[config.mk]
export PLATFORM = sky130hd
export DESIGN_NAME = laser_link
export DESIGN_NICKNAME = d
export VERILOG_FILES = /design/src/logic/link_cfg_pkg.sv /design/src/logic/link_proto_pkg.sv /design/src/logic/laser_link.sv /design/src/logic/link_sequencer.sv /design/src/logic/link_config.sv /design/src/logic/marker_detector.sv /design/src/logic/byte_fifo.sv
export SDC_FILE = /design/constraint.sdc
export NUM_CORES = 1
export LEC_CHECK = 0
export CAP_MARGIN = 20
export CORE_ASPECT_RATIO = 0.9
export CORE_MARGIN = 5
export CORE_UTILIZATION = 58
export CTS_CLUSTER_SIZE = 30
export DETAILED_ROUTE_END_ITERATION = 10
export DONT_BUFFER_PORTS = 1
export PLACE_DENSITY = 0.76
export REMOVE_ABC_BUFFERS = 1
export SLEW_MARGIN = 20
export SYNTH_ARGS = -nofsm -noshare
export SYNTH_HDL_FRONTEND = slang
export SYNTH_HIERARCHICAL = 1
export SYNTH_SLANG_ARGS = --single-unit
[constraint.sdc]
create_clock -name clock -period 2.9 [get_ports clock]
set_input_delay 0.435 -clock clock [delete_from_list [all_inputs] [get_ports clock]]
set_output_delay 0.435 -clock clock [all_outputs]
set_load 0.1 [all_outputs]
[src/logic/link_cfg_pkg.sv]
package link_cfg_pkg;

    // Shared width of timing fields and sequencer counters
    localparam int CFG_WIDTH = 12;

    typedef logic [CFG_WIDTH-1:0] cfg_count_t;
    typedef logic [1:0]           cfg_addr_t;

    // Register map
    localparam cfg_addr_t CFG_ALIGN_WAIT = 2'd0;
    localparam cfg_addr_t CFG_GUARD_WAIT = 2'd1;
    localparam cfg_addr_t CFG_RX_TIMEOUT = 2'd2;
    localparam cfg_addr_t CFG_FRAME_LEN  = 2'd3;

    // Values after reset
    localparam cfg_count_t ALIGN_WAIT_DEFAULT = 12'd192;
    localparam cfg_count_t GUARD_WAIT_DEFAULT = 12'd256;
    localparam cfg_count_t RX_TIMEOUT_DEFAULT = 12'd1024;
    localparam cfg_count_t FRAME_LEN_DEFAULT  = 12'd1024;

endpackage

[src/logic/link_proto_pkg.sv]
package link_proto_pkg;

    // One byte on the link or on either host queue
    typedef logic [7:0] link_byte_t;

    // Handshake codes
    localparam link_byte_t HS_BYTE     = 8'hAA;
    localparam link_byte_t HS_ACK_BYTE = 8'h10;

    // Marker kinds, also the index into MARKER_SEQS
    typedef enum logic [2:0] {
        MARKER_START,
        MARKER_DATA,
        MARKER_STOP,
        MARKER_ERROR,
        MARKER_DONE
    } marker_id_t;

    localparam int NUM_MARKERS = 5;

    // Byte 3 goes on the wire first
    typedef logic [3:0][7:0] marker_seq_t;

    // First bytes must stay pairwise distinct for the detector
    localparam marker_seq_t MARKER_SEQS [NUM_MARKERS] = '{
        32'hc1c2c3c4,
        32'hd1d2d3d4,
        32'h51525354,
        32'hb1b2b3b4,
        32'ha1a2a3a4
    };

endpackage
[src/logic/laser_link.sv]
module laser_link import link_proto_pkg::*, link_cfg_pkg::*; #(
    parameter int FIFO_DEPTH = 16
) (
    input  logic       clock,
    input  logic       reset,
    input  logic       host_in_valid,
    output logic       host_in_ready,
    input  link_byte_t host_in_data,
    output logic       host_out_valid,
    input  logic       host_out_ready,
    output link_byte_t host_out_data,
    output logic       link_tx_valid,
    input  logic       link_tx_ready,
    output link_byte_t link_tx_data,
    input  logic       link_rx_valid,
    input  link_byte_t link_rx_data,
    input  logic       cfg_write,
    input  cfg_addr_t  cfg_addr,
    input  cfg_count_t cfg_wdata,
    output logic       rx_overflow
);

    logic       tx_q_valid, tx_q_ready;
    link_byte_t tx_q_data;
    logic       rx_q_valid, rx_q_ready;
    link_byte_t rx_q_data;
    logic       marker_hit;
    marker_id_t marker_id;
    cfg_count_t align_wait, guard_wait, rx_timeout, frame_len;

    // Host bytes waiting to go out on the link
    byte_fifo #(.FIFO_DEPTH(FIFO_DEPTH)) tx_queue (
        .clock     (clock),
        .reset     (reset),
        .in_valid  (host_in_valid),
        .in_ready  (host_in_ready),
        .in_data   (host_in_data),
        .out_valid (tx_q_valid),
        .out_ready (tx_q_ready),
        .out_data  (tx_q_data)
    );

    // Markers and payload on their way to the host
    byte_fifo #(.FIFO_DEPTH(FIFO_DEPTH)) rx_queue (
        .clock     (clock),
        .reset     (reset),
        .in_valid  (rx_q_valid),
        .in_ready  (rx_q_ready),
        .in_data   (rx_q_data),
        .out_valid (host_out_valid),
        .out_ready (host_out_ready),
        .out_data  (host_out_data)
    );

    marker_detector marker_det (
        .clock      (clock),
        .reset      (reset),
        .rx_valid   (link_rx_valid),
        .rx_data    (link_rx_data),
        .marker_hit (marker_hit),
        .marker_id  (marker_id)
    );

    link_config config_regs (
        .clock      (clock),
        .reset      (reset),
        .cfg_write  (cfg_write),
        .cfg_addr   (cfg_addr),
        .cfg_wdata  (cfg_wdata),
        .align_wait (align_wait),
        .guard_wait (guard_wait),
        .rx_timeout (rx_timeout),
        .frame_len  (frame_len)
    );

    link_sequencer sequencer (
        .clock         (clock),
        .reset         (reset),
        .tx_q_valid    (tx_q_valid),
        .tx_q_ready    (tx_q_ready),
        .tx_q_data     (tx_q_data),
        .rx_q_valid    (rx_q_valid),
        .rx_q_ready    (rx_q_ready),
        .rx_q_data     (rx_q_data),
        .link_tx_valid (link_tx_valid),
        .link_tx_ready (link_tx_ready),
        .link_tx_data  (link_tx_data),
        .link_rx_valid (link_rx_valid),
        .link_rx_data  (link_rx_data),
        .marker_hit    (marker_hit),
        .marker_id     (marker_id),
        .align_wait    (align_wait),
        .guard_wait    (guard_wait),
        .rx_timeout    (rx_timeout),
        .frame_len     (frame_len),
        .rx_overflow   (rx_overflow)
    );

endmodule

[src/logic/link_sequencer.sv]
module link_sequencer import link_proto_pkg::*, link_cfg_pkg::*; (
    input  logic       clock,
    input  logic       reset,
    input  logic       tx_q_valid,
    output logic       tx_q_ready,
    input  link_byte_t tx_q_data,
    output logic       rx_q_valid,
    input  logic       rx_q_ready,
    output link_byte_t rx_q_data,
    output logic       link_tx_valid,
    input  logic       link_tx_ready,
    output link_byte_t link_tx_data,
    input  logic       link_rx_valid,
    input  link_byte_t link_rx_data,
    input  logic       marker_hit,
    input  marker_id_t marker_id,
    input  cfg_count_t align_wait,
    input  cfg_count_t guard_wait,
    input  cfg_count_t rx_timeout,
    input  cfg_count_t frame_len,
    output logic       rx_overflow
);

    typedef enum logic [3:0] {
        ST_IDLE, ST_SEND_HS, ST_WAIT_ACK, ST_ALIGN, ST_SEND_BYTE, ST_GUARD,
        ST_SEND_ACK, ST_WAIT_MARKER, ST_WRITE_MARKER, ST_RX_PAYLOAD
    } seq_state_t;

    seq_state_t  state, state_n;
    cfg_count_t  gap_cnt, gap_n;
    cfg_count_t  frame_cnt, frame_n;
    logic [1:0]  mk_idx, mk_idx_n;
    marker_id_t  mk_id;
    marker_seq_t mk_seq;
    logic        overflow_n;
    logic        tx_load;
    link_byte_t  tx_load_data;
    logic        tx_slot_free;
    logic        hs_seen;
    logic        ack_seen;

    assign tx_slot_free = !link_tx_valid || link_tx_ready;
    assign hs_seen      = link_rx_valid && (link_rx_data == HS_BYTE);
    assign ack_seen     = link_rx_valid && (link_rx_data == HS_ACK_BYTE);
    assign mk_seq       = MARKER_SEQS[mk_id];

    always_comb begin
        state_n      = state;
        gap_n        = gap_cnt;
        frame_n      = frame_cnt;
        mk_idx_n     = mk_idx;
        overflow_n   = rx_overflow;
        tx_load      = 1'b0;
        tx_load_data = HS_BYTE;
        tx_q_ready   = 1'b0;
        rx_q_valid   = 1'b0;
        rx_q_data    = link_rx_data;

        case (state)
            ST_IDLE: begin
                // Outgoing data wins over a remote handshake
                if (tx_q_valid) begin
                    state_n = ST_SEND_HS;
                end else if (hs_seen) begin
                    state_n = ST_SEND_ACK;
                end
            end
            ST_SEND_HS: begin
                if (tx_slot_free) begin
                    tx_load = 1'b1;
                    gap_n   = '0;
                    state_n = ST_WAIT_ACK;
                end
            end
            ST_WAIT_ACK: begin
                if (ack_seen) begin
                    gap_n   = '0;
                    state_n = ST_ALIGN;
                end else if (gap_cnt >= rx_timeout) begin
                    state_n = ST_IDLE;
                end else if (!link_tx_valid) begin
                    gap_n = gap_cnt + 1'b1;
                end
            end
            ST_ALIGN: begin
                if (!link_tx_valid) begin
                    if (gap_cnt >= align_wait) begin
                        frame_n = '0;
                        state_n = ST_SEND_BYTE;
                    end else begin
                        gap_n = gap_cnt + 1'b1;
                    end
                end
            end
            ST_SEND_BYTE: begin
                // Frame ends early once the queue runs dry
                if (!tx_q_valid) begin
                    gap_n   = '0;
                    state_n = ST_GUARD;
                end else if (tx_slot_free) begin
                    tx_q_ready   = 1'b1;
                    tx_load      = 1'b1;
                    tx_load_data = tx_q_data;
                    frame_n      = frame_cnt + 1'b1;
                    if (frame_n == frame_len) begin
                        gap_n   = '0;
                        state_n = ST_GUARD;
                    end
                end
            end
            ST_GUARD: begin
                if (!link_tx_valid) begin
                    if (gap_cnt >= guard_wait) begin
                        state_n = ST_IDLE;
                    end else begin
                        gap_n = gap_cnt + 1'b1;
                    end
                end
            end
            ST_SEND_ACK: begin
                if (tx_slot_free) begin
                    tx_load      = 1'b1;
                    tx_load_data = HS_ACK_BYTE;
                    gap_n        = '0;
                    state_n      = ST_WAIT_MARKER;
                end
            end
            ST_WAIT_MARKER: begin
                if (marker_hit) begin
                    mk_idx_n = '0;
                    state_n  = ST_WRITE_MARKER;
                end else if (link_rx_valid) begin
                    gap_n = '0;
                end else if (gap_cnt >= rx_timeout) begin
                    state_n = ST_IDLE;
                end else if (!link_tx_valid) begin
                    gap_n = gap_cnt + 1'b1;
                end
            end
            ST_WRITE_MARKER: begin
                // Link bytes arriving in these four cycles are not captured
                rx_q_valid = 1'b1;
                rx_q_data  = mk_seq[2'd3 - mk_idx];
                if (rx_q_ready) begin
                    mk_idx_n = mk_idx + 1'b1;
                    if (mk_idx == 2'd3) begin
                        gap_n   = '0;
                        frame_n = '0;
                        state_n = ST_RX_PAYLOAD;
                    end
                end
            end
            ST_RX_PAYLOAD: begin
                if (link_rx_valid) begin
                    gap_n      = '0;
                    rx_q_valid = rx_q_ready;
                    if (!rx_q_ready) begin
                        overflow_n = 1'b1;
                    end
                    // Dropped bytes still count toward the frame
                    frame_n = frame_cnt + 1'b1;
                    if (frame_n == frame_len) begin
                        state_n = ST_IDLE;
                    end
                end else if (gap_cnt >= rx_timeout) begin
                    state_n = ST_IDLE;
                end else begin
                    gap_n = gap_cnt + 1'b1;
                end
            end
            default: state_n = ST_IDLE;
        endcase
    end

    always_ff @(posedge clock or posedge reset) begin
        if (reset) begin
            state         <= ST_IDLE;
            gap_cnt       <= '0;
            frame_cnt     <= '0;
            mk_idx        <= '0;
            rx_overflow   <= 1'b0;
            link_tx_valid <= 1'b0;
        end else begin
            state       <= state_n;
            gap_cnt     <= gap_n;
            frame_cnt   <= frame_n;
            mk_idx      <= mk_idx_n;
            rx_overflow <= overflow_n;
            if (tx_load) begin
                link_tx_valid <= 1'b1;
            end else if (link_tx_ready) begin
                link_tx_valid <= 1'b0;
            end
        end
    end

    always_ff @(posedge clock) begin
        if (tx_load) begin
            link_tx_data <= tx_load_data;
        end
        if ((state == ST_WAIT_MARKER) && marker_hit) begin
            mk_id <= marker_id;
        end
    end

    a_tx_hold: assert property (@(posedge clock) disable iff (reset)
        link_tx_valid && !link_tx_ready |=> link_tx_valid && $stable(link_tx_data))
        else $error("link_tx_data changed while stalled");

endmodule

[src/logic/link_config.sv]
module link_config import link_cfg_pkg::*; (
    input  logic       clock,
    input  logic       reset,
    input  logic       cfg_write,
    input  cfg_addr_t  cfg_addr,
    input  cfg_count_t cfg_wdata,
    output cfg_count_t align_wait,
    output cfg_count_t guard_wait,
    output cfg_count_t rx_timeout,
    output cfg_count_t frame_len
);

    always_ff @(posedge clock or posedge reset) begin
        if (reset) begin
            align_wait <= ALIGN_WAIT_DEFAULT;
            guard_wait <= GUARD_WAIT_DEFAULT;
            rx_timeout <= RX_TIMEOUT_DEFAULT;
            frame_len  <= FRAME_LEN_DEFAULT;
        end else if (cfg_write) begin
            case (cfg_addr)
                CFG_ALIGN_WAIT: align_wait <= cfg_wdata;
                CFG_GUARD_WAIT: guard_wait <= cfg_wdata;
                CFG_RX_TIMEOUT: rx_timeout <= cfg_wdata;
                CFG_FRAME_LEN:  frame_len  <= cfg_wdata;
                default:        align_wait <= align_wait;
            endcase
        end
    end

    // Zero length frame would never end in the sequencer
    a_frame_len_nonzero: assert property (@(posedge clock) disable iff (reset)
        frame_len != '0)
        else $error("frame_len programmed to zero");

endmodule

[src/logic/marker_detector.sv]
module marker_detector import link_proto_pkg::*; (
    input  logic       clock,
    input  logic       reset,
    input  logic       rx_valid,
    input  link_byte_t rx_data,
    output logic       marker_hit,
    output marker_id_t marker_id
);

    // Number of marker bytes matched so far, zero while waiting
    logic [1:0]  match_cnt;
    marker_id_t  cur_id;
    logic        first_hit;
    marker_id_t  first_id;
    marker_seq_t cur_seq;
    logic        next_match;

    // Which marker, if any, starts with this byte
    always_comb begin
        first_hit = 1'b0;
        first_id  = MARKER_START;
        for (int i = 0; i < NUM_MARKERS; i++) begin
            if (rx_data == MARKER_SEQS[i][3]) begin
                first_hit = 1'b1;
                first_id  = marker_id_t'(i);
            end
        end
    end

    assign cur_seq    = MARKER_SEQS[cur_id];
    assign next_match = (rx_data == cur_seq[2'd3 - match_cnt]);

    // Hit on the fourth byte itself
    assign marker_hit = rx_valid && (match_cnt == 2'd3) && next_match;
    assign marker_id  = cur_id;

    always_ff @(posedge clock or posedge reset) begin
        if (reset) begin
            match_cnt <= '0;
            cur_id    <= MARKER_START;
        end else if (rx_valid) begin
            if (match_cnt == 2'd0) begin
                if (first_hit) begin
                    match_cnt <= 2'd1;
                    cur_id    <= first_id;
                end
            end else if (next_match && (match_cnt != 2'd3)) begin
                match_cnt <= match_cnt + 1'b1;
            end else begin
                // Mismatching byte is not tried as a new start
                match_cnt <= '0;
            end
        end
    end

    a_single_hit: assert property (@(posedge clock) disable iff (reset)
        marker_hit |=> !marker_hit)
        else $error("marker_hit held for two cycles");

endmodule

[src/logic/byte_fifo.sv]
module byte_fifo import link_proto_pkg::*; #(
    parameter int FIFO_DEPTH = 16
) (
    input  logic       clock,
    input  logic       reset,
    input  logic       in_valid,
    output logic       in_ready,
    input  link_byte_t in_data,
    output logic       out_valid,
    input  logic       out_ready,
    output link_byte_t out_data
);

    localparam int PTR_W = (FIFO_DEPTH > 1) ? $clog2(FIFO_DEPTH) : 1;
    localparam int CNT_W = $clog2(FIFO_DEPTH + 1);

    typedef logic [PTR_W-1:0] ptr_t;

    link_byte_t       mem [FIFO_DEPTH];
    ptr_t             wr_ptr;
    ptr_t             rd_ptr;
    logic [CNT_W-1:0] count;
    logic             push;
    logic             pop;

    // Wrap at the depth, which need not be a power of two
    function automatic ptr_t next_ptr(ptr_t p);
        return (p == ptr_t'(FIFO_DEPTH - 1)) ? '0 : p + 1'b1;
    endfunction

    assign in_ready  = (count != FIFO_DEPTH);
    assign out_valid = (count != 0);
    assign out_data  = mem[rd_ptr];
    assign push      = in_valid && in_ready;
    assign pop       = out_valid && out_ready;

    always_ff @(posedge clock) begin
        if (push) begin
            mem[wr_ptr] <= in_data;
        end
    end

    always_ff @(posedge clock or posedge reset) begin
        if (reset) begin
            wr_ptr <= '0;
            rd_ptr <= '0;
            count  <= '0;
        end else begin
            if (push) begin
                wr_ptr <= next_ptr(wr_ptr);
            end
            if (pop) begin
                rd_ptr <= next_ptr(rd_ptr);
            end
            case ({push, pop})
                2'b10:   count <= count + 1'b1;
                2'b01:   count <= count - 1'b1;
                default: count <= count;
            endcase
        end
    end

    // Full queue keeps its write side parked until a pop frees a slot
    a_no_push_full: assert property (@(posedge clock) disable iff (reset)
        (count == FIFO_DEPTH) && !pop |=> $stable(wr_ptr) && (count == FIFO_DEPTH))
        else $error("byte_fifo written while full");

    a_no_pop_empty: assert property (@(posedge clock) disable iff (reset)
        (count == 0) && !push |=> $stable(rd_ptr) && !out_valid)
        else $error("byte_fifo read while empty");

endmodule

==> results of run 1 <==
## cells in the final DEF (no fill, tap or decap), types with 16 or more instances in the layout
master / count
mux2_2: 54
edfxtp_1: 267
clkbuf_16: 40
nor2b_1: 17
ha_1: 61
inv_1: 63
nor3_1: 18
mux2i_1: 65
xnor2_1: 19
o21ai_0: 60
nor2_1: 64
o211ai_1: 25
buf_4: 85
dfrtp_1: 103
mux4_2: 32
a221oi_1: 16
a21oi_1: 34
a22oi_1: 18
nand2_1: 112
nand3_1: 25
## power by group
part | total, mW | leakage (nW) | internal [mW] | switching, mW
sequential | 7.09 | 3.79 | 6.35 | 0.741
combinational | 5.93 | 3.43 | 2.35 | 3.58
clock | 4.95 | 0.621 | 2.91 | 2.04
## layer usage
layer  vias up  global-route usage  routed length, um  share of wire
met3        68              0.0383               2420          0.060
li1       5240                   -                  -              -
met5         -                   0                  0              0
met2       363               0.385              19800           0.49
met4         0              0.0678                976          0.024
met1      5710               0.322              17000           0.42
## state kept, by name (all words and copies together) (netlist names), 4 cells and up
register	cells
config_regs/guard_wait	12
tx_queue/count	5
rx_queue/rd_ptr	4
rx_queue/wr_ptr	4
config_regs/align_wait	12
tx_queue/mem	128
config_regs/frame_len	12
sequencer/link_tx_data	8
sequencer/gap_cnt	12
sequencer/frame_cnt	12
sequencer/state	4
rx_queue/mem	128
tx_queue/wr_ptr	4
rx_queue/count	5
tx_queue/rd_ptr	4
config_regs/rx_timeout	12
## worst max path at each step
stage | from | to | slack, ps | cells after the start
after detailed placement | config_regs/align_wait[7] | sequencer/frame_cnt[3] | 50 | 9
final | rx_queue/rd_ptr[0] | host_out_data[1] | 70 | 6
after CTS | rx_queue/rd_ptr[2] | host_out_data[7] | 30 | 6
after global placement | sequencer/gap_cnt[2] | sequencer/gap_cnt[1] | 120 | 9
after floorplan | rx_queue/rd_ptr[0] | host_out_data[0] | -760 | 3
after global routing | sequencer/frame_cnt[0] | sequencer/gap_cnt[9] | -40 | 10
## area by class of cell
class | count | area [um2] | area share
repair buffers | 104 | 892 | 0.0437
multi-input cells | 835 | 6690 | 0.328
clock buffers | 48 | 1040 | 0.0509
flip-flops and latches | 378 | 10800 | 0.529
well taps | 409 | 512 | 0.0251
inverters | 66 | 254 | 0.0124
clock inverters | 22 | 224 | 0.0110
## per-stage QoR
| step | power, mW | hold WS [ps] | setup TNS (ps) | cells | util |
|---|---|---|---|---|---|
| after floorplan | 11.2 | 214 | -14610 | 1279 | - |
| after global placement | 12.7 | 208 | 0 | 1779 | 0.613 |
| after detailed placement | 12.8 | 211 | 0 | 1779 | 0.613 |
| after CTS | 17.9 | 21.5 | 0 | 1859 | 0.658 |
| after global routing | 18.9 | 27.0 | -85.3 | 1862 | 0.662 |
| final | 18.0 | 44.7 | 0 | 1862 | 0.662 |
## what timing repair did
| action | CTS | global route |
|---|---|---|
| hold endpoints to repair | 191 | 6 |
| cloned | 1 | 1 |
| setup buffers | 0 | 1 |
| pin swaps | 0 | 6 |
| hold buffers | 9 | 1 |
| gates resized for setup | 5 | 21 |
| setup endpoints to repair | 9 | 37 |
## cells by family (layout without fill, tap and decap cells)
logic type | Yosys count | count (layout) | synth area share
compound gates | 252 | 252 | 0.0975
xor+xnor | 32 | 32 | 0.0163
fa+ha+maj | 64 | 64 | 0.0451
buf+inv | 132 | 240 | 0.0376
flops | 378 | 378 | 0.597
mux | 151 | 151 | 0.109
simple gates | 336 | 336 | 0.0967
==> impl_metrics.ini, run 1 <==
[sta]
fin_ws_ps = 68.2
grt_setup_unrepaired = true
finalCritPeriodShare = 0.976
fmax_mhz = 353
fin_skew_ps = 24.3
setup_viol = 0
fin_crit_ps = 2830
worst-slew-pin-transition_ps = 1010
maxSlewViolCount = 0
max_slew_margin = 0.330
hold_viol_final = 0

[global_routing]
grt_max_degree = 49
antenna_found_initial = 0
track_usage = 0.232
grt_pass1_vias = 11403
grt_pass1_wl_um = 63700
overflow = 0

[cts]
cts_htree_levels = 2
cts_tree = done
clkSinkCount = 378
clk_latency_ps = 540
cts.path.max_buffers = 3
cts_made_buffers = 39
cts_root_buf = clkbuf_16
path_clk_slew_ps = 60

[floorplan]
ios = 57
dieArea_um2 = 34800
die_w_um = 196
fp.dieH_um = 178
placementRows = 61
core_um2 = 30800
initial_utilization = 0.586

[placement]
place_ws_ps = 51.8
dp_hpwl_um = 26800
io_buffers = 0
place_congestion = 0.876
dpl_cell_area_um2 = 18900

[worst_setup_path]
critPathTopFamily = buffers and inverters
endpoint_kind = output pin
cp_max_fo = 22
worst_path_largest_cell_delay_ps = 460
reg2reg_depth = 9
reg2reg_slack_ps = 140
critPathLaunchType = flop
critPathSlowestCell = dfrtp_2
critPathKind = flop to output pin
arrival_ps = 2400
timing.rr.start = sequencer/gap_cnt[2]
cp.required_ps = 2470
reg2reg_to = sequencer/gap_cnt[1]
crit_chain = bufbuf_16 -> mux2i_1 -> a22oi_1 -> o211ai_1 -> nand2_1 -> buf_4
cp_num_buf_inv = 2

[final_layout]
diodes = 0
fillCellCount = 2214
area_growth_pct = 12.9
design_area_um2 = 20400
fin_nets = 1525
final_layout_size_suffix_gt1_frac = 0.203

[pwr]
ir_drop_v = 0.00186
p_leak_nw = 7.84
power_density_nw_per_um2 = 880

[synthesis]
synth_area_leaders = edfxtp_1 44%, dfrtp_1 15%, ha_1 4.3%, mux4_2 4.0%, mux2i_1 3.6%
netlist_area_um2 = 18100
synth_seq_cells = 378
yosys-top-cells-count = 267 x edfxtp_1, 112 x nand2_1, 106 x dfrtp_1
ys_types = 95
synth.most_common_cell = edfxtp_1
ys.flop_type = edfxtp_1
ys_warn_count = 6
synth_edf_count = 267
synth.avg_cell_area_um2 = 13.4
synthCells = 1345
synth_top_area_cell = edfxtp_1
yosysSeqAreaShare = 0.597
synth_top_area_share = 0.443
async_flop_share = 0.294

[outcome]
outcome = completed

[route]
via_count = 11381
first_pass_iters = 7
drc = 0
wl_per_cell_um = 21.5
antenna_left = 0
via_per_inst = 6.11
drtIter0Drc = 827
totalWireLength_um = 40100

[min_path]
hold_depth = 1
hp-class = input pin to flop
min_to = config_regs/guard_wait[5]
min-delay-start = cfg_wdata[5]

[flow_run]
cap_violations = 0
(Power assumes the default switching activity.)
==> run 2: changes to the inputs <==
Settings changed: ABC_AREA set to 1.
==> impl_metrics.ini, run 2 <==
[cts]
clkSinkCount = 378
post_cts_buffers = 0
cts.path.max_buffers = 3
cts_htree_levels = 2
cts_made_buffers = 40
clk_latency_ps = 530
cts_root_buf = clkbuf_16
cts_tree = done
path_clk_slew_ps = 60

[synthesis]
async_flop_share = 0.294
yosys-top-cells-count = 773 x nand2_1, 398 x inv_1, 269 x nand3_1
synth.most_common_cell = nand2_1
synth_top_area_share = 0.405
synth_top_area_cell = edfxtp_1
ys.flop_type = edfxtp_1
netlist_area_um2 = 19800
ys_types = 40
yosysSeqAreaShare = 0.546
ys_warn_count = 6
synth_seq_cells = 378
synth_area_leaders = edfxtp_1 41%, nand2_1 15%, dfrtp_1 13%, inv_1 7.5%, nand3_1 6.8%
synthCells = 2321
synth.avg_cell_area_um2 = 8.53
synth_edf_count = 267

[final_layout]
multi_input_area_um2 = 6970
top_regs = rx_queue/mem (128), tx_queue/mem (128)
layout_commonest_cell = nand2_1
area_growth_pct = 11.3
diodes = 0
seq_area_um2 = 10800
fin_nets = 2460
final_layout_size_suffix_gt1_frac = 0.0778
final_cell_mix = 773 x nand2_1, 397 x inv_1, 269 x nand3_1
fillCellCount = 2665

[pwr]
ir_drop_v = 0.000645
power_density_nw_per_um2 = 918
p_total_mw = 20.2
p_leak_nw = 10.5

[sta]
fin_ws_ps = 184
hold_viol_final = 0
fin_skew_ps = 20.5
finalCritPeriodShare = 0.937
fmax_mhz = 368
fin_crit_ps = 2720
worst-slew-pin-transition_ps = 999
maxSlewViolCount = 0
max_slew_margin = 0.336
setup_viol = 0
grt_setup_unrepaired = false

[worst_setup_path]
crit_start = sequencer/state[3]
endpoint_kind = flop
timing.rr.start = sequencer/state[3]
reg2reg_depth = 15
critPathLaunchType = flop
cp_max_fo = 5
cp.required_ps = 3300
critPathKind = flop to flop
arrival_ps = 3110

[placement]
dp_hpwl_um = 30600
io_buffers = 0
place_congestion = 0.913
place_ws_ps = 228

[global_routing]
overflow = 0
grt_pass1_wl_um = 75300
grt_pass1_vias = 14753
track_usage = 0.245
grt_max_degree = 68
antenna_found_initial = 0

[outcome]
outcome = completed

[route]
via_per_inst = 5.36
drc = 0
antenna_left = 0
via_count = 15290
wl_per_cell_um = 16.3
totalWireLength_um = 46400
first_pass_iters = 5
drtIter0Drc = 1361

[min_path]
hold_depth = 2
min-delay-start = cfg_addr[1]
hp-class = input pin to flop

[floorplan]
core_um2 = 33900
ios = 57
initial_utilization = 0.584
fp.dieH_um = 185
placementRows = 64
dieArea_um2 = 37900
die_w_um = 205

[flow_run]
cap_violations = 0
[run 2: changes by cell type in the layout (fill, tap and decap cells not counted), sizes merged, moves of 32 or more]
cell,previous run,this run
buf,92,53
inv,68,422
mux2,54,0
mux2i,65,0
mux4,32,0
nand2,115,783
nand3,25,276
nand4,7,61
nor2,66,127
[run 2: worst max-delay path, stage by stage (launching register included)]
cell and delay, ps:
dfrtp_1 430, inv_2 90, nand2_1 80, nor2_2 180, inv_1 120, nor2_2 110, inv_1 70, nor2_1 160
nand2_1 160, inv_2 120, ha_1 300, ha_1 320, a21oi_1 180, nand3_1 90, nand3_1 100, o21ai_0 80
[run 2: what timing repair did]
| action | CTS | global route |
|---|---|---|
| hold buffers | 14 | 1 |
| gates resized for setup | 0 | 2 |
| endpoints found under the setup margin | 0 | 3 |
| hold endpoints to repair | 195 | 1 |
[run 2: path summary, 6_finish.rpt]
path                            slack, ps                          to
min in group asynchronous             520     marker_det/match_cnt[0]
worst max register to register        180           tx_queue/count[3]
max in group asynchronous            1470   config_regs/frame_len[10]
worst min register to register        470   config_regs/align_wait[6]
worst min-delay path                   30  config_regs/rx_timeout[10]
worst max-delay path                  180           tx_queue/count[3]
[run 2: cells by family (layout without fill, tap and decap cells)]
| logic type | Yosys count | after routing | synth area share |
|---|---|---|---|
| compound gates | 113 | 113 | 0.0312 |
| fa+ha+maj | 64 | 64 | 0.0412 |
| flops | 378 | 378 | 0.546 |
| buf+inv | 494 | 564 | 0.102 |
| simple gates | 1259 | 1259 | 0.274 |
| xor+xnor | 13 | 13 | 0.00575 |
[run 2: metrics by stage]
stage               utilization  std cells  hold WS (ps)  setup TNS [ps]  area, um2
detailed placement        0.605       2764           244               0      20500
global route              0.650       2853          17.6               0      22000
finish                    0.650       2853          28.1               0      22000
floorplan                     -       2249           214           -5990      19400
CTS                       0.650       2852          1.16               0      22000
global placement          0.605       2764           239               0      20500
[run 2: routing by layer]
metal  share of wire  global-route usage  routed length (um)
met1            0.43               0.343               20000
met2            0.48               0.408               22100
met3           0.067              0.0322                3110
met4           0.025              0.0715                1160
met5               0                   0                   0
[run 2: power by group]
part	internal (mW)	switching, mW
clock network	3.23	2.07
registers	6.40	0.820
logic	2.40	5.29
total	12.0	8.18
[run 2: area by class of cell]
cell class              instances  share of cell area
clock buffers                  57              0.0525
well taps                     462              0.0263
clock inverters                17              0.0103
repair buffers                 68              0.0313
inverters                     422              0.0723
multi-input cells            1449               0.317
flip-flops and latches        378               0.491
